`src/fetch_pkg.sv`:
```
package fetch_pkg;

    // program memory depth in 32-bit words, addressed by byte address bits 9:2
    localparam int mem_words = 256;

    // pc after reset
    localparam logic [31:0] reset_pc = 32'h0000_0000;

    // addi x0, x0, 0
    // this is also what an illegal compressed encoding turns into
    localparam logic [31:0] nop_instr = 32'h0000_0013;

    // rv32i major opcodes that the expander can produce
    typedef enum logic [6:0] {
        op     = 7'b0110011,
        op_imm = 7'b0010011,
        lui    = 7'b0110111,
        load   = 7'b0000011,
        store  = 7'b0100011
    } rv_opcode_e;

    // compressed operations that the expander recognises
    typedef enum logic [4:0] {
        rvc_nop,
        rvc_addi,
        rvc_li,
        rvc_lui,
        rvc_mv,
        rvc_add,
        rvc_sub,
        rvc_and,
        rvc_or,
        rvc_xor,
        rvc_andi,
        rvc_slli,
        rvc_srli,
        rvc_srai,
        rvc_lw,
        rvc_sw,
        rvc_illegal
    } rvc_op_e;

    // load port of the program memory
    typedef struct packed {
        logic        enable;
        logic [31:0] byte_address;
        logic [31:0] data;
    } mem_write_t;

    // registered result of the fetch stage
    typedef struct packed {
        logic        valid;
        logic [31:0] pc;
        logic [31:0] instr;
        logic        compressed;
        logic        illegal;
    } fetch_out_t;

endpackage

```
`src/fetch_aligner.sv`:
```
module fetch_aligner (
    input  logic        clk,
    input  logic        reset,
    input  logic        fetch_enable,
    input  logic        redirect,
    input  logic [31:0] redirect_pc,
    input  logic [31:0] curr_word,
    input  logic [31:0] next_word,
    output logic [31:0] mem_addr,
    output logic [31:0] raw_instr,
    output logic [31:0] instr_pc,
    output logic        is_compressed,
    output logic        advance
);

    // program counter, always a halfword address
    logic [31:0] pc;
    logic [31:0] pc_next;
    // 2 for a compressed instruction, 4 otherwise
    logic [31:0] pc_step;

    // first and second halfword of the instruction at pc
    logic [15:0] low_half;
    logic [15:0] high_half;

    // word that holds the pc, the memory returns it and the one after it
    assign mem_addr = {pc[31:2], 2'b00};

    // halfword selection
    // pc[1] low means the instruction starts at the bottom of curr_word
    // pc[1] high means it starts in the top half and may run into next_word
    always_comb begin
        if (pc[1]) begin
            low_half  = curr_word[31:16];
            high_half = next_word[15:0];
        end else begin
            low_half  = curr_word[15:0];
            high_half = curr_word[31:16];
        end
    end

    // length decision, only 11 in the low bits marks a 32-bit instruction
    assign is_compressed = (low_half[1:0] != 2'b11);

    // compressed instructions go out zero extended
    // the upper half is ignored downstream anyway
    assign raw_instr = is_compressed ? {16'h0000, low_half} : {high_half, low_half};

    assign instr_pc = pc;

    // the instruction at pc is taken only when no redirect competes with it
    assign advance = fetch_enable && !redirect;

    assign pc_step = is_compressed ? 32'd2 : 32'd4;

    // redirect wins, then a normal step, otherwise hold
    always_comb begin
        if (redirect) begin
            pc_next = redirect_pc;
        end else if (advance) begin
            pc_next = pc + pc_step;
        end else begin
            pc_next = pc;
        end
    end

    always_ff @(posedge clk) begin
        if (reset) begin
            pc <= fetch_pkg::reset_pc;
        end else begin
            pc <= pc_next;
        end
    end

    // odd pc would break the halfword selection above
    a_pc_halfword_aligned: assert property (
        @(posedge clk) disable iff (reset) pc[0] == 1'b0
    ) else $error("pc %h is not halfword aligned", pc);

    // the redirect source must hand over a legal target
    a_redirect_target_aligned: assert property (
        @(posedge clk) disable iff (reset) redirect |-> (redirect_pc[0] == 1'b0)
    ) else $error("redirect to odd address %h", redirect_pc);

endmodule

```
`config.mk`:
```
export PLATFORM = sky130hd
export DESIGN_NAME = fetch_aligner
export DESIGN_NICKNAME = d
export VERILOG_FILES = /design/src/fetch_pkg.sv /design/src/fetch_aligner.sv
export SDC_FILE = /design/constraint.sdc
export NUM_CORES = 1
export LEC_CHECK = 0
export BUFFER_PORTS_ARGS = -buffer_cell sky130_fd_sc_hd__buf_2
export CAP_MARGIN = 10
export CORE_UTILIZATION = 30
export DETAILED_ROUTE_END_ITERATION = 6
export RECOVER_POWER = 25
export SYNTH_ARGS = -nofsm -noshare
export SYNTH_HDL_FRONTEND = slang
export SYNTH_SLANG_ARGS = --single-unit
```
`constraint.sdc`:
```
create_clock -name clk -period 7.9 [get_ports clk]
set_input_delay 0.395 -clock clk [delete_from_list [all_inputs] [get_ports clk]]
set_output_delay 0.395 -clock clk [all_outputs]
set_load 0.01 [all_outputs]
```
Word level (Yosys, flattened, before mapping)
Cells that the tools add are included.
Widths: inputs -> output; s select.
{"block": "totals", "reg_bits": 32, "word_cells": 12}
{"block": "classes", "addsub": 1, "n_eq_ne": 1, "mux": 6, "reduce_logical": 3}
{"operator": "$mux 32", "count": 3}
{"operator": "$add 32x3->32", "count": 1}
{"operator": "$mux 16", "count": 2}
{"operator": "$mux 3", "count": 1}
{"operator": "$ne 2x2->1 const B", "count": 1}
{"operator": "$reduce_bool 2->1", "count": 1}
{"operator": "$logic_and 1x1->1", "count": 1}
{"operator": "$logic_not 1->1", "count": 1}

Depth between registers and ports, before layout
{"block": "logic_depth", "word_depth": 6, "depth_mapped": 11, "ltp_nobuf": 8}

Worst setup path after synthesis
Ideal clock, no wire load.
{"block": "synth_path", "path_type": "reg-to-reg", "start": "reg pc[1], in the netlist instr_pc[1]", "end": "reg pc[18], in the netlist instr_pc[18]", "setup_ns": 0.091, "arrival_ns": 3.277, "t_required_ns": 7.809, "setup_slack_ns": 4.532, "stages_incl_launch_ff": 12, "path_buffers": 3, "period_less_slack_ns": 3.368, "path_cell_list": "dfxtp_1 clkbuf_1 mux2_2 nand2_1 clkbuf_1 inv_1 ha_1 a21oi_1 or4_4 buf_2 or4_1 a311oi_1"}
{"block": "synth_between", "elab_chain_cells": 6}
{"item": "from (decl)", "line_no": "fetch_aligner.sv:17", "source": "logic [31:0] pc;"}
{"item": "from (signal assigned)", "line_no": "fetch_aligner.sv:69", "source": "pc <= fetch_pkg::reset_pc;"}
{"item": "from (signal assigned)", "line_no": "fetch_aligner.sv:71", "source": "pc <= pc_next;"}
{"item": "$mux 16", "line_no": "fetch_aligner.sv:33", "source": "if (pc[1]) begin"}
{"item": "$ne 2x2->1", "line_no": "fetch_aligner.sv:43", "source": "assign is_compressed = (low_half[1:0] != 2'b11);"}
{"item": "named net is_compressed", "line_no": "fetch_aligner.sv:12", "source": "output logic is_compressed,"}
{"item": "$mux 3", "line_no": "fetch_aligner.sv:54", "source": "assign pc_step = is_compressed ? 32'd2 : 32'd4;"}
{"item": "$add 32x3->32", "line_no": "fetch_aligner.sv:61", "source": "pc_next = pc + pc_step;"}
{"item": "$mux 32", "line_no": "fetch_aligner.sv:60", "source": "end else if (advance) begin"}
{"item": "$mux 32", "line_no": "fetch_aligner.sv:58", "source": "if (redirect) begin"}
The timed path passes the listed nets, and every way through them passes these cells. The select of a mux whose other input is x is not followed.
A chain may end at the register's enable or synchronous reset.

Worst setup path after layout
{"block": "layout_path", "start": "reg pc[1], in the netlist instr_pc[1]", "end": "reg pc[17], in the netlist instr_pc[17]"}
{"block": "layout_between", "elab_chain_cells": 6}
{"item": "$mux 16", "line_no": "fetch_aligner.sv:33"}
{"item": "$ne 2x2->1", "line_no": "fetch_aligner.sv:43"}
{"item": "$mux 3", "line_no": "fetch_aligner.sv:54"}
{"item": "$add 32x3->32 (*)", "line_no": "fetch_aligner.sv:61"}
{"item": "$mux 32 (*)", "line_no": "fetch_aligner.sv:60"}
{"item": "$mux 32 (*)", "line_no": "fetch_aligner.sv:58"}
Every way passes the cells marked *; elsewhere a longest branch is shown, timed or not. The select of a mux whose other input is x is not followed.

==> results.json <==
{
  "clockRootBuffer": "clkbuf_8",
  "cp_max_fo": 33,
  "start_util_pct": 30.8,
  "grt_pass1_wl_um": 12800,
  "grt-ovfl-total": 0,
  "cts_buffer_depth": 2,
  "nets": 579,
  "rrSetupSlack_ns": 4.03,
  "ys.warnings.count": 0,
  "avgSynthCellArea_um2": 7.84,
  "wirelength_um": 8370,
  "power.share.clock_pct": 29.5,
  "synthTopCellsByCount": "nor2_1 (45), buf_4 (32), dfxtp_1 (32)",
  "p_sw_share_pct": 33.1,
  "hold_buffers": 0,
  "yosysMostFrequentCell": "nor2_1",
  "h-tree-depth": 2,
  "cp-end-kind": "flip-flop",
  "insertion_delay_ns": 0.28,
  "synth_area_leader_cell": "dfxtp_1",
  "report.power.total_w": 0.000472,
  "status": "finished, violations left",
  "die-area_um2": 9290,
  "grt_pass1_vias": 2674,
  "syn_area_um2": 2670,
  "setup_viol": 0,
  "path_clk_slew_ns": 0.07,
  "drc_errors": 0,
  "grt_util_all_layers_pct": 17.5,
  "setup_tns_ns": 0,
  "r2r_cells": 9,
  "holdPathEnd": "instr_pc[1]$_SDFFE_PP0N_",
  "largest_reg_flops": 32,
  "dr.pass1.iters": 4,
  "port_buffers": 179,
  "num_vias": 3075,
  "drtIter0Drc": 93,
  "async_reset_ff_share_pct": 0,
  "area_growth_pct": 29.1,
  "fmax_mhz": 258,
  "p_per_area_nw_per_um2": 137,
  "ys_types": 55,
  "synth_seq_cells": 32,
  "crit_arrival_ns": 4.02,
  "synth_edf_count": 0,
  "syn_inst": 341,
  "p_switching_w": 0.000156,
  "violations": "capacitance limit, slew limit",
  "post-route-period-util_pct": 49.0,
  "leakage_nw": 1.52,
  "min_path_cells": 3,
  "antenna_found_initial": 0,
  "cts_tree": "built",
  "synth_ff_type": "dfxtp_1",
  "cp_slowest_cell": "nor4_2",
  "cts_sinks": 32,
  "synth.top_cell.area_share_pct": 24.0,
  "die_h_um": 96.4,
  "p_int_w": 0.000316,
  "rsz0062_at_grt": "no",
  "synth_area_leaders": "dfxtp_1 (24%), buf_4 (9.0%), mux2i_1 (7.1%), mux2_2 (6.7%), nor2_1 (6.3%)",
  "hold_viol_final": 0,
  "required_ns": 8.05,
  "crit_family": "simple AND/OR/NAND/NOR gates",
  "grt_max_degree": 38,
  "p_comb_share_pct": 29.8,
  "worstPathCellList": "buf_4 -> mux2_2 -> nand2_1 -> ha_1 -> fa_1 -> nand4_1 -> nor4_2 -> a211oi_1 -> a2111oi_0",
  "fp-row-count": 34,
  "r2r_start": "instr_pc[1]$_SDFFE_PP0N_",
  "dp_hpwl_um": 6320,
  "postRouteAntennaNets": 0,
  "gp_congestion": 0.825,
  "io-pin-count": 198,
  "worstHoldStart": "redirect_pc[1]",
  "drv_slew": 35,
  "drive_gt1_share_pct": 37.8,
  "maxCapViolations": 1,
  "post_cts_resized": 0,
  "vias_per_cell": 5.27,
  "cts_inserted_buffers": 5,
  "core-area_um2": 8680,
  "hold_class": "in -> reg",
  "crit_type": "reg -> reg",
  "min_period_ns": 3.87,
  "max-slew-margin-rel_pct": -4.16,
  "reg2reg_to": "instr_pc[17]$_SDFFE_PP0N_",
  "cp.depth": 9,
  "routedWlPerCell_um": 14.3,
  "path_buf_inv": 1,
  "worst_pin_slew_ns": 1.56,
  "postCtsSetupBuffers": 0,
  "cpPeakStageDelay_ns": 0.64,
  "die_w_um": 96.4,
  "fin_skew_ns": 0.00371,
  "vdd_drop_max_uv": 59.6,
  "antenna_cells": 0,
  "synth-seq-area-share_pct": 24.0,
  "critPathLaunchType": "flip-flop",
  "p_seq_share_pct": 40.7
}
cell type report:
type / count / area, um^2
Inverter: 13 / 48.8
Clock buffer: 7 / 96.3
Fill cell: 956 / 5230
Sequential cell: 32 / 641
Multi-Input combinational cell: 244 / 1670
Timing Repair Buffer: 180 / 863
Tap cell: 108 / 135
worst max-delay path by stage:
stage,endpoint,start,slack (ns)
2_1_floorplan,instr_pc[18]$_SDFFE_PP0N_,instr_pc[1]$_SDFFE_PP0N_,4.53
3_3_place_gp,instr_pc[17]$_SDFFE_PP0N_,instr_pc[1]$_SDFFE_PP0N_,4.18
3_5_place_dp,instr_pc[17]$_SDFFE_PP0N_,instr_pc[1]$_SDFFE_PP0N_,4.04
4_1_cts,instr_pc[17]$_SDFFE_PP0N_,instr_pc[1]$_SDFFE_PP0N_,4.02
5_1_grt,instr_pc[17]$_SDFFE_PP0N_,instr_pc[1]$_SDFFE_PP0N_,3.56
6_report,instr_pc[17]$_SDFFE_PP0N_,instr_pc[1]$_SDFFE_PP0N_,4.03
stage by stage:
| stage | util [%] | cells | setup slack [ns] | hold WS, ns | cell area (um^2) |
|---|---|---|---|---|---|
| global route | 39.8 | 584 | 3.56 | 0.349 | 3450 |
| floorplan | - | 342 | 4.53 | 0.531 | 2680 |
| finish | 39.8 | 584 | 4.03 | 0.348 | 3450 |
| global placement | 39.1 | 577 | 4.18 | 0.471 | 3390 |
| CTS | 40.2 | 584 | 4.02 | 0.342 | 3490 |
| detailed placement | 39.1 | 577 | 4.04 | 0.480 | 3390 |
placed cells by master (no fill, tap or decap), types with 2 or more instances in the layout:
master | netlist | routed
buf_2 | 1 | 147
nor2_1 | 45 | 45
clkbuf_1 | 19 | 32
dfxtp_1 | 32 | 32
mux2i_1 | 19 | 19
mux2_2 | 16 | 16
nand4_1 | 15 | 15
a21oi_1 | 15 | 15
nand2_1 | 14 | 14
inv_1 | 11 | 11
nand3_1 | 11 | 11
a311oi_1 | 8 | 8
a211oi_1 | 8 | 8
and3_1 | 7 | 7
clkbuf_8 | 0 | 7
or4_1 | 6 | 6
nor4_1 | 6 | 6
o31ai_1 | 5 | 5
and4_1 | 5 | 5
or3_1 | 5 | 5
xor2_1 | 5 | 5
nor3_1 | 5 | 5
nor3b_1 | 4 | 4
xnor2_1 | 4 | 4
o22ai_1 | 4 | 4
o31a_1 | 2 | 2
a2111oi_0 | 2 | 2
o21ai_0 | 2 | 2
or3b_2 | 2 | 2
o211ai_1 | 2 | 2
a31oi_1 | 2 | 2
o221ai_1 | 2 | 2
a31o_2 | 2 | 2
ha_1 | 2 | 2
conb_1 | 1 | 2
power groups by stage:
| stage | registers (W) | clock network [W] | logic, W |
|---|---|---|---|
| 2_1_floorplan | 0.000196 | 0 | 0.0000899 |
| 3_3_place_gp | 0.000195 | 0 | 0.000143 |
| 3_5_place_dp | 0.000196 | 0 | 0.000144 |
| 4_1_cts | 0.000192 | 0.000143 | 0.000145 |
| 5_1_grt | 0.000195 | 0.000152 | 0.000157 |
| 6_report | 0.000192 | 0.000139 | 0.000141 |
worst register-to-register path, cell delays in order, from the launching register on:
cell	delay [ns]
dfxtp_1	0.36
buf_4	0.41
mux2_2	0.41
nand2_1	0.49
ha_1	0.33
fa_1	0.29
nand4_1	0.23
nor4_2	0.64
a211oi_1	0.17
a2111oi_0	0.41
routing by layer:
metal / wire length [um] / GRT usage [%] / vias up / part of all wire (%)
li1: - / - / 1505 / -
met1: 3720 / 22.6 / 1432 / 44
met2: 4060 / 31.3 / 130 / 48
met3: 508 / 2.66 / 8 / 6.1
met4: 82 / 2.21 / 0 / 0.98
met5: 0 / 0 / - / 0
logic make-up after synthesis:
| logic type | count (synthesis) | synth area share, % |
|---|---|---|
| AND/OR/NAND/NOR | 133 | 26.8 |
| other | 1 | 0.140 |
| buffers and inverters | 66 | 13.8 |
| AO/OA/AOI/OAI | 62 | 16.8 |
| flip-flops | 32 | 24.0 |
| multiplexers | 35 | 13.9 |
| adder cells (fa/ha/maj) | 3 | 1.69 |
| XOR/XNOR | 9 | 2.95 |
No activity file was read; power rests on OpenSTA's default activity.
