===== src/fetch_pkg.sv =====
package fetch_pkg;

    // program memory depth in 32-bit words, addressed by byte address bits 9:2
    localparam int mem_words = 256;

    // pc after reset
    localparam logic [31:0] reset_pc = 32'h0000_0000;

    // addi x0, x0, 0
    // this is also what an illegal compressed encoding turns into
    localparam logic [31:0] nop_instr = 32'h0000_0013;

    // rv32i major opcodes that the expander can produce
    typedef enum logic [6:0] {
        op     = 7'b0110011,
        op_imm = 7'b0010011,
        lui    = 7'b0110111,
        load   = 7'b0000011,
        store  = 7'b0100011
    } rv_opcode_e;

    // compressed operations that the expander recognises
    typedef enum logic [4:0] {
        rvc_nop,
        rvc_addi,
        rvc_li,
        rvc_lui,
        rvc_mv,
        rvc_add,
        rvc_sub,
        rvc_and,
        rvc_or,
        rvc_xor,
        rvc_andi,
        rvc_slli,
        rvc_srli,
        rvc_srai,
        rvc_lw,
        rvc_sw,
        rvc_illegal
    } rvc_op_e;

    // load port of the program memory
    typedef struct packed {
        logic        enable;
        logic [31:0] byte_address;
        logic [31:0] data;
    } mem_write_t;

    // registered result of the fetch stage
    typedef struct packed {
        logic        valid;
        logic [31:0] pc;
        logic [31:0] instr;
        logic        compressed;
        logic        illegal;
    } fetch_out_t;

endpackage


===== src/rvc_expander.sv =====
module rvc_expander (
    input  logic [31:0] raw_instr,
    input  logic        is_compressed,
    output logic [31:0] expanded_instr,
    output logic        illegal
);

    // the 16-bit form
    logic [15:0] c;
    logic [2:0]  funct3;
    fetch_pkg::rvc_op_e rvc_op;

    // full 5-bit register fields of the CI and CR formats
    logic [4:0]  rd_full;
    logic [4:0]  rs2_full;
    // 3-bit register fields, x8 to x15
    logic [4:0]  rd_p;
    logic [4:0]  rs2_p;

    // rebuilt immediates
    logic [11:0] imm_ci;
    logic [19:0] imm_lui;
    logic [4:0]  shamt;
    logic [11:0] mem_off;

    assign c        = raw_instr[15:0];
    assign funct3   = c[15:13];
    assign rd_full  = c[11:7];
    assign rs2_full = c[6:2];
    assign rd_p     = {2'b01, c[9:7]};
    assign rs2_p    = {2'b01, c[4:2]};

    // 6-bit signed immediate, bit 5 sits in c[12]
    assign imm_ci   = {{6{c[12]}}, c[12], c[6:2]};
    // c.lui gives nzimm[17:12], sign extended over the upper 20 bits
    assign imm_lui  = {{14{c[12]}}, c[12], c[6:2]};
    assign shamt    = c[6:2];
    // word offset of c.lw and c.sw, uimm[5:3] c[12:10], uimm[2] c[6], uimm[6] c[5]
    assign mem_off  = {5'b00000, c[5], c[12:10], c[6], 2'b00};

    // classification by quadrant and funct fields
    always_comb begin
        rvc_op = fetch_pkg::rvc_illegal;
        case (c[1:0])
            2'b00: begin
                // all-zero halfword and c.addi4spn stay illegal
                if (funct3 == 3'b010) rvc_op = fetch_pkg::rvc_lw;
                if (funct3 == 3'b110) rvc_op = fetch_pkg::rvc_sw;
            end
            2'b01: begin
                case (funct3)
                    3'b000: rvc_op = (rd_full == 5'd0) ? fetch_pkg::rvc_nop
                                                       : fetch_pkg::rvc_addi;
                    3'b010: rvc_op = fetch_pkg::rvc_li;
                    3'b011: begin
                        // rd == x2 is c.addi16sp, not supported here
                        if (rd_full != 5'd0 && rd_full != 5'd2 && imm_ci != 12'd0) begin
                            rvc_op = fetch_pkg::rvc_lui;
                        end
                    end
                    3'b100: begin
                        case (c[11:10])
                            // shamt[5] set is reserved on rv32
                            2'b00: if (!c[12]) rvc_op = fetch_pkg::rvc_srli;
                            2'b01: if (!c[12]) rvc_op = fetch_pkg::rvc_srai;
                            2'b10: rvc_op = fetch_pkg::rvc_andi;
                            default: begin
                                if (!c[12]) begin
                                    case (c[6:5])
                                        2'b00:   rvc_op = fetch_pkg::rvc_sub;
                                        2'b01:   rvc_op = fetch_pkg::rvc_xor;
                                        2'b10:   rvc_op = fetch_pkg::rvc_or;
                                        default: rvc_op = fetch_pkg::rvc_and;
                                    endcase
                                end
                            end
                        endcase
                    end
                    default: rvc_op = fetch_pkg::rvc_illegal;
                endcase
            end
            2'b10: begin
                if (funct3 == 3'b000 && !c[12]) rvc_op = fetch_pkg::rvc_slli;
                // rs2 == 0 here would be c.jr, c.jalr or c.ebreak
                if (funct3 == 3'b100 && rs2_full != 5'd0) begin
                    rvc_op = c[12] ? fetch_pkg::rvc_add : fetch_pkg::rvc_mv;
                end
            end
            default: rvc_op = fetch_pkg::rvc_illegal;
        endcase
    end

    // rv32i assembly
    always_comb begin
        expanded_instr = fetch_pkg::nop_instr;
        if (!is_compressed) begin
            expanded_instr = raw_instr;
        end else begin
            case (rvc_op)
                fetch_pkg::rvc_addi: expanded_instr = {imm_ci, rd_full, 3'b000, rd_full,
                                                       fetch_pkg::op_imm};
                fetch_pkg::rvc_li:   expanded_instr = {imm_ci, 5'd0, 3'b000, rd_full,
                                                       fetch_pkg::op_imm};
                fetch_pkg::rvc_lui:  expanded_instr = {imm_lui, rd_full, fetch_pkg::lui};
                // c.mv is add rd, x0, rs2
                fetch_pkg::rvc_mv:   expanded_instr = {7'b0000000, rs2_full, 5'd0, 3'b000,
                                                       rd_full, fetch_pkg::op};
                fetch_pkg::rvc_add:  expanded_instr = {7'b0000000, rs2_full, rd_full, 3'b000,
                                                       rd_full, fetch_pkg::op};
                fetch_pkg::rvc_sub:  expanded_instr = {7'b0100000, rs2_p, rd_p, 3'b000,
                                                       rd_p, fetch_pkg::op};
                fetch_pkg::rvc_xor:  expanded_instr = {7'b0000000, rs2_p, rd_p, 3'b100,
                                                       rd_p, fetch_pkg::op};
                fetch_pkg::rvc_or:   expanded_instr = {7'b0000000, rs2_p, rd_p, 3'b110,
                                                       rd_p, fetch_pkg::op};
                fetch_pkg::rvc_and:  expanded_instr = {7'b0000000, rs2_p, rd_p, 3'b111,
                                                       rd_p, fetch_pkg::op};
                fetch_pkg::rvc_andi: expanded_instr = {imm_ci, rd_p, 3'b111, rd_p,
                                                       fetch_pkg::op_imm};
                fetch_pkg::rvc_slli: expanded_instr = {7'b0000000, shamt, rd_full, 3'b001,
                                                       rd_full, fetch_pkg::op_imm};
                fetch_pkg::rvc_srli: expanded_instr = {7'b0000000, shamt, rd_p, 3'b101,
                                                       rd_p, fetch_pkg::op_imm};
                fetch_pkg::rvc_srai: expanded_instr = {7'b0100000, shamt, rd_p, 3'b101,
                                                       rd_p, fetch_pkg::op_imm};
                // the loaded register sits in the rs2' field
                fetch_pkg::rvc_lw:   expanded_instr = {mem_off, rd_p, 3'b010, rs2_p,
                                                       fetch_pkg::load};
                fetch_pkg::rvc_sw:   expanded_instr = {mem_off[11:5], rs2_p, rd_p, 3'b010,
                                                       mem_off[4:0], fetch_pkg::store};
                // c.nop and everything illegal
                default:             expanded_instr = fetch_pkg::nop_instr;
            endcase
        end
    end

    assign illegal = is_compressed && (rvc_op == fetch_pkg::rvc_illegal);

endmodule


===== config.mk =====
export PLATFORM = sky130hd
export DESIGN_NAME = rvc_expander
export DESIGN_NICKNAME = d
export VERILOG_FILES = /design/src/fetch_pkg.sv /design/src/rvc_expander.sv
export SDC_FILE = /design/constraint.sdc
export NUM_CORES = 1
export LEC_CHECK = 0
export ABC_AREA = 1
export BUFFER_PORTS_ARGS = -buffer_cell sky130_fd_sc_hd__buf_2
export CORE_MARGIN = 5
export CORE_UTILIZATION = 55
export DETAILED_ROUTE_END_ITERATION = 10
export GPL_ROUTABILITY_DRIVEN = 0
export PLACE_DENSITY = 0.94
export SLEW_MARGIN = 20
export SYNTH_ARGS = -nofsm -noshare
export SYNTH_HDL_FRONTEND = slang
export SYNTH_SLANG_ARGS = --single-unit

===== constraint.sdc =====
create_clock -name vclk -period 2.15
set_input_delay 0.1075 -clock vclk [all_inputs]
set_output_delay 0.1075 -clock vclk [all_outputs]
set_load 0.02 [all_outputs]

Word level (Yosys, flattened, before mapping). Cells that the tools add are included.

Bits in registers: 0. Input port bits: 33. Output and inout bits: 33. Logic and storage cells: 57.

Eq/ne operators: 27. Multiplexer cells: 16. Reductions and logical operators: 14.

Operators by type and width (number): $pmux 32 s15 (1); $eq 5x4->1 const B (8); $mux 5 (8); $mux 32 (1); $pmux 5 s3 (2); $eq 5x3->1 const B (4); $pmux 5 s4 (1); $pmux 4 s3 (1); $reduce_bool 12->1 (1); $eq 5x2->1 const B (2); $reduce_bool 5->1 (2); $eq 2x1->1 const B (3); $eq 2x2->1 const B (3); $eq 3x2->1 const B (2); $eq 3x3->1 const B (2); $logic_not 2->1 (3); $eq 5x1->1 const B (1); $eq 5x5->1 const B (1); $logic_and 1x1->1 (5); $logic_not 5->1 (1); $ne 5x2->1 const B (1); $logic_not 3->1 (1); $mux 1 (2); $logic_not 1->1 (1).

Logic depth before layout (Yosys ltp). Gate-level depths: netlist (run 1).

Depth in word-level cells: 9. Mapped depth: 19.

Worst setup path before layout (run 1). OpenSTA, ideal clock, no wires.

Kind: input to output. From: in raw_instr[6]. To: out expanded_instr[12]. Data arrival time: 1.940 ns. Required time: 2.043 ns. Setup slack: 0.102 ns. Stages: 14. Path buffers: 0. Cells stage by stage: inv_1 -> ha_1 -> inv_1 -> nor2_1 -> a21oi_2 -> nor2_2 -> inv_2 -> nand2_2 -> nand2_2 -> nor2_1 -> a21oi_2 -> nand2_1 -> a21oi_1 -> o21ai_0.

Longest elaborated chain between the ends: 9.

RTL lines: from (decl) (line rvc_expander.sv:2) `input logic [31:0] raw_instr,`; $eq 2x2->1, or another cell as far along (line rvc_expander.sv:69) `case (c[6:5])`; $pmux 4 s3 (line rvc_expander.sv:69); $mux 5 (line rvc_expander.sv:68) `if (!c[12]) begin`; $pmux 5 s3 (line rvc_expander.sv:62) `case (c[11:10])`; $pmux 5 s4 (line rvc_expander.sv:51) `case (funct3)`; $pmux 5 s3 (*) (line rvc_expander.sv:44) `case (c[1:0])`; $eq 5x4->1, or another cell as far along (line rvc_expander.sv:99) `case (rvc_op)`; $pmux 32 s15 (*) (line rvc_expander.sv:99); $mux 32 (*) (line rvc_expander.sv:96) `if (!is_compressed) begin`; to (decl) (line rvc_expander.sv:4) `output logic [31:0] expanded_instr,`.

Every way passes the cells marked *; elsewhere a longest branch is shown, timed or not.

Worst setup path in the final report (run 1).
From: in raw_instr[6]. To: out expanded_instr[13].

The elaborated chain is that of the path after synthesis.

==> impl_metrics.tcl, run 1 <==
set metrics [dict create \
    die-area_sq_um 4980 \
    cp-end-kind "output port" \
    slew_headroom_pct 58.3 \
    worstPathRequired_ns 2.04 \
    seqPwrFrac_pct 0 \
    drtPass1Iterations 11 \
    setup_viol 27 \
    synth.distinct_cells 30 \
    peakVddDrop_v 0.000183 \
    max_freq_ghz 0.375 \
    min-delay-path-class "primary input to output port" \
    synth_area_sq_um 2020 \
    seq_cell_count 0 \
    synthCells 416 \
    rsz0062_at_grt "true" \
    setup-tns-final_ns -6.14 \
    hold_buffers 0 \
    final.fill_count 147 \
    seq_area_sq_um 0 \
    initial_core_util_pct 56.0 \
    coreArea_sq_um 3610 \
    crit_path_start_kind "primary input" \
    drc 93 \
    critPathSlowestCell "o211ai_1" \
    nets 560 \
    drv_cap 0 \
    switchingPower_uw 474 \
    yosysTopAreaCellShare_pct 31.6 \
    max_stage_delay_ns 0.44 \
    drive_gt1_share_pct 43.9 \
    dp_hpwl_um 5970 \
    cp.arrival_ns 2.56 \
    drt-vias-per-instance 7.03 \
    synth_top_area_cell "nand2_1" \
    wl_per_cell_um 22.8 \
    fin_ws_ns -0.518 \
    grt_first_pass_wirelength_um 13000 \
    crit_chain "buf_6, inv_4, buf_6, ha_2, inv_1, nand3b_1, nand2_1, inv_2, nand2_2, nand3_4, nand2_4, nand2_8, nand2_2, nor2_8, inv_2, o211ai_1, nand2_1, o21ai_2, buf_4" \
    p_sw_share_pct 63.3 \
    syn-num-nets 452 \
    place_area_sq_um 2610 \
    avgSynthCellArea_sq_um 4.85 \
    io_pins 66 \
    drtIter0Drc 1159 \
    timing.final.crit_share_pct 124 \
    violations "DRC, setup timing" \
    grt_use_total_pct 30.5 \
    die_y_um 70.6 \
    synthToLayoutAreaGrowth_pct 60.9 \
    layout_common_cells "nand2_1 (152), buf_2 (50), buf_4 (44)" \
    clkPwrFrac_pct 0 \
    netlist_top_cells_area "nand2_1 (32%), nand3_1 (11%), inv_1 (7.1%)" \
    hold_viol 0 \
    vias 4007 \
    first_global_vias 3095 \
    status "finished with violations" \
    grt_overflow 0 \
    detail-route-antenna-nets 0 \
    tightest_slew_ns 0.625 \
    yosys_warnings 0 \
    die_x_um 70.6 \
    leakage_nw 1.91 \
    antenna_cells 0 \
    critPathMaxFanout 7 \
    layout_min_cycle_time_ns 2.67 \
    final_common_cell "nand2_1" \
    internal_power_uw 275 \
    critPathKind "primary input to output port" \
    io_buffer_count 66 \
    routed_wl_um 13000 \
    powerDensity_nw_per_um2 231 \
    power_uw 749 \
    final.clkbuf_count 0 \
    final_max_slew_viol_count 0 \
    grt_max_degree 24 \
    power_frac_comb_pct 100.0 \
    rows 22 \
    finalInstanceArea_sq_um 3250 \
    antenna_found_initial 0 \
    yosysSeqAreaShare_pct 0 \
]
-- through the flow --
step	cells	worst slack [ns]	utilization, %	hold WS [ns]
finish	570	-0.518	90.1	0.507
floorplan	416	0.102	-	0.370
CTS	552	-0.0262	75.4	0.516
detailed placement	551	-0.120	72.5	0.530
global route	570	-0.573	90.1	0.532
global placement	551	0.00661	72.5	0.528
-- final timing paths --
path                       from                 end  slack (ns)  cells after the start
setup / recovery   raw_instr[6]  expanded_instr[13]       -0.52                     19
hold / removal    raw_instr[17]  expanded_instr[17]        0.51                      4
-- cells in the mapped netlist, drive strengths merged --
master and count:
nand4 19, ha 3, nand2 183, nor3 5
o21ai 24, o211ai 1, inv 51, a21oi 12
a21boi 1, nand3b 1, nor2 49, nand3 46
buf 10, a31oi 1, clkbuf 9, o2111ai 1
-- worst max-delay path: cells and delay by family --
family	cells	cell delay, ns
adder cells (fa/ha/maj)	1	0.19
AO/OA/AOI/OAI	2	0.58
buffers and inverters	7	0.65
AND/OR/NAND/NOR	9	1.02
-- cell families after synthesis --
kind of cell / after synthesis / synth area share [%]
compound gates: 40 / 11.0
fa+ha+maj: 3 / 1.86
buf+inv: 70 / 15.1
simple gates: 303 / 72.1
-- layer usage --
| metal | wire length, um | track usage [%] | up-vias |
|---|---|---|---|
| met3 | 2250 | 5.26 | 225 |
| met2 | 5200 | 52.1 | 544 |
| met1 | 4000 | 35.8 | 1693 |
| met5 | 0 | 0 | - |
| li1 | - | - | 1545 |
| met4 | 1520 | 17.3 | 0 |
-- power by group through the flow --
stage | Sequential [mW] | Clock (mW) | Combinational, mW
2_1_floorplan | 0 | 0 | 0.325
3_3_place_gp | 0 | 0 | 0.501
3_5_place_dp | 0 | 0 | 0.516
4_1_cts | 0 | 0 | 0.550
5_1_grt | 0 | 0 | 0.770
6_report | 0 | 0 | 0.749
-- what timing repair did --
item,CTS,global route
pin swaps,11,46
buffers inserted,1,16
resized for setup,29,101
gates cloned,0,2
setup endpoints to repair,22,25
-- cell type report --
| class | instances | area, sq um | share of cell area [%] |
|---|---|---|---|
| multi-input cells | 347 | 2030 | 62.4 |
| repair buffers | 123 | 941 | 29.0 |
| inverters | 51 | 214 | 6.59 |
| well taps | 48 | 60.1 | 1.85 |
| repair inverters | 1 | 6.26 | 0.193 |
Power figures use the tool's default switching activity.
==> run 2: changes to the inputs <==
--- a/config.mk
+++ b/config.mk
@@ -6,11 +6,10 @@
 export NUM_CORES = 1
 export LEC_CHECK = 0
-export ABC_AREA = 1
 export BUFFER_PORTS_ARGS = -buffer_cell sky130_fd_sc_hd__buf_2
 export CORE_MARGIN = 5
-export CORE_UTILIZATION = 55
+export CORE_UTILIZATION = 48
 export DETAILED_ROUTE_END_ITERATION = 10
 export GPL_ROUTABILITY_DRIVEN = 0
-export PLACE_DENSITY = 0.94
+export PLACE_DENSITY = 0.92
 export SLEW_MARGIN = 20
 export SYNTH_ARGS = -nofsm -noshare
==> constraint.sdc (replaced) <==
create_clock -name vclk -period 2.15
set_input_delay 0.3225 -clock vclk [all_inputs]
set_output_delay 0.3225 -clock vclk [all_outputs]
set_load 0.02 [all_outputs]
==> impl_metrics.tcl, run 2 <==
set metrics [dict create \
    rows 18 \
    cts_setup_buffers 7 \
    initial_core_util_pct 50.4 \
    io_pins 66 \
    io_buffer_count 66 \
    hold_buffers 0 \
    synthCells 198 \
    status "stopped before the end" \
    yosys_warnings 0 \
    synth_area_sq_um 1260 \
    firstError "[ERROR DPL-0038] Utilization greater than 100%, impossible to legalize" \
    place_area_sq_um 2360 \
    avgSynthCellArea_sq_um 6.36 \
    synth.distinct_cells 69 \
    dp_hpwl_um 6960 \
    syn-num-nets 234 \
    die_x_um 61.2 \
    die_y_um 61.2 \
    netlist_top_cells_area "a21oi_1 (7.9%), nand2_1 (5.7%), nor2_1 (4.5%)" \
    synth_top_area_cell "a21oi_1" \
    pre_cts_ws_ns -0.977 \
    yosysSeqAreaShare_pct 0 \
    ctsResizeCount 115 \
    yosysMostFrequentCell "a21oi_1" \
    yosysTopAreaCellShare_pct 7.94 \
    synthTopCellsByCount "a21oi_1 (20), nand2_1 (19), nor2_1 (15)" \
    outcome.stop_stage "4_1_cts" \
]
run 2: through the flow:
step / util, % / cells / setup TNS, ns / hold WS [ns]
after global placement: 94.5 / 364 / -17.87 / 0.964
after detailed placement: 94.5 / 364 / -21.53 / 0.968
after floorplan: - / 198 / -11.18 / 0.773
run 2: cell families after synthesis:
group	synth area share (%)
compound gates	48.6
fa+ha+maj	2.98
buf+inv	10.9
mux	1.69
simple gates	35.8
==> run 3: changes to the inputs <==
Settings changed: CORE_AREA set to 5 5 66 68, CORE_MARGIN 5 to not set, CORE_UTILIZATION 48 to not set, DIE_AREA set to 0 0 71 73, PLACE_DENSITY 0.92 to not set, PLACE_DENSITY_LB_ADDON set to 0.15.
==> impl_metrics.tcl, run 3 <==
set metrics [dict create \
    path_buf_inv 2 \
    dp_hpwl_um 5190 \
    placed_cells_incl_taps 377 \
    layout.cells.non_filler 385 \
    synthTopCellsByCount "a21oi_1 (20), nand2_1 (19), nor2_1 (15)" \
    rsz0062_at_grt "true" \
    antenna_cells 0 \
    final_common_cell "buf_4" \
    drc 0 \
    synth.distinct_cells 69 \
    final.clkbuf_count 0 \
    detail-route-antenna-nets 0 \
    synth_mux_area_share_pct 1.69 \
    cp.arrival_ns 2.63 \
    initial_core_util_pct 33.2 \
    tightest_slew_ns 0.473 \
    grt_first_pass_wirelength_um 10900 \
    critPathMaxFanout 4 \
    drtPass1Iterations 4 \
    max_stage_delay_ns 0.54 \
    io_buffer_count 66 \
    grt_use_total_pct 25.9 \
    synth_fa_ha_area_share_pct 2.98 \
    hold_viol 0 \
    cp-end-kind "output port" \
    min-delay-path-class "primary input to output port" \
    io_pins 66 \
    synthSimpleGateAreaFrac_pct 35.8 \
    avgSynthCellArea_sq_um 6.36 \
    netlist_top_cells_area "a21oi_1 (7.9%), nand2_1 (5.7%), nor2_1 (4.5%)" \
    synth_xor_area_share_pct 0 \
    synth_area_sq_um 1260 \
    yosysTopAreaCellShare_pct 7.94 \
    layout_min_cycle_time_ns 2.95 \
    die_x_um 71 \
    vias 2193 \
    crit_chain "buf_6, or4_4, or3_1, a31o_4, nor3_4, o21ai_2, and2_4, a221o_1, buf_6" \
    power_uw 677 \
    setup_viol 28 \
    leakage_nw 1.32 \
    final_max_slew_viol_count 0 \
    grt_max_degree 15 \
    yosysSeqAreaShare_pct 0 \
    path_common_cell "buf_6" \
    final.fill_count 305 \
    critPathKind "primary input to output port" \
    first_global_vias 2269 \
    slew_headroom_pct 68.3 \
    layout_common_cells "buf_4 (80), buf_2 (39), buf_6 (36)" \
    status "finished with violations" \
    cp_top_family "simple AND/OR/NAND/NOR gates" \
    drt-vias-per-instance 5.70 \
    synth_top_family_by_area "compound AO/OA/AOI/OAI gates" \
    die-area_sq_um 5180 \
    worstPathRequired_ns 1.83 \
    fin_ws_ns -0.803 \
    synthToLayoutAreaGrowth_pct 128 \
    synthCells 198 \
    routed_wl_um 7100 \
    crit_path_start_kind "primary input" \
    powerDensity_nw_per_um2 236 \
    yosys_warnings 0 \
    coreArea_sq_um 3800 \
    nets 373 \
    setup-tns-final_ns -19.24 \
    wl_per_cell_um 18.4 \
    grt_overflow 0 \
    seq_area_sq_um 0 \
    yosysMostFrequentCell "a21oi_1" \
    synth_top_area_cell "a21oi_1" \
    die_y_um 73 \
    critPathSlowestCell "or4_4" \
    synth_compound_area_share_pct 48.6 \
    rows 23 \
    seq_cell_count 0 \
    antenna_found_initial 0 \
    timing.final.crit_share_pct 137 \
    syn-num-nets 234 \
    drive_gt1_share_pct 71.0 \
    drtIter0Drc 180 \
    drv_cap 0 \
    peakVddDrop_v 0.000106 \
    violations "setup timing" \
    max_freq_ghz 0.339 \
]
## run 3: per-stage QoR
stage          setup WS, ns  hold WS [ns]  area (sq um)  utilization, %
6_report             -0.803         0.944          2870            75.5
5_1_grt              -0.847         0.950          2870            75.5
4_1_cts              -0.747         0.967          2730            72.0
3_5_place_dp         -0.823         0.967          2340            61.5
3_3_place_gp         -0.815         0.963          2340            61.5
2_1_floorplan        -0.629         0.773          1450               -
## run 3: layer usage
layer  vias to the layer above  global-route usage (%)  wire length, um
li1                       1040                       -                -
met1                      1016                    29.4             2540
met2                       110                    47.7             3630
met4                         0                    11.7              384
met3                        27                    3.72              546
met5                         -                       0                0
## run 3: worst paths after layout
check	from	endpoint	slack, ns	depth (start not counted)
worst max-delay path	raw_instr[10]	expanded_instr[16]	-0.80	9
worst min-delay path	raw_instr[22]	expanded_instr[22]	0.94	3
## run 3: cell type report
| cell class | count | area (sq um) | share of cell area, % |
|---|---|---|---|
| Multi-Input combinational cell | 170 | 1570 | 54.6 |
| Inverter | 10 | 37.5 | 1.31 |
| Tap cell | 50 | 62.6 | 2.18 |
| Timing Repair Buffer | 155 | 1200 | 41.9 |
## run 3: report_power, final
group          internal (mW)  leakage (nW)  total (mW)  switching, mW
logic                  0.328          1.32       0.677          0.349
clock network              0             0           0              0
registers                  0             0           0              0
total                  0.328          1.32       0.677          0.349
## run 3: kinds of logic (layout without fill, tap and decap cells)
group | Yosys count | count (layout)
AOI/OAI and AO/OA | 85 | 85
adders and majority gates | 3 | 3
buffers and inverters | 28 | 165
muxes | 2 | 2
and+or+nand+nor | 80 | 80
## run 3: timing repair
action	CTS	global route
gates cloned	0	0
gates resized for setup	91	25
pin swaps	28	20
setup buffers	6	2
endpoints found under the setup margin	28	28
hold buffers	0	0
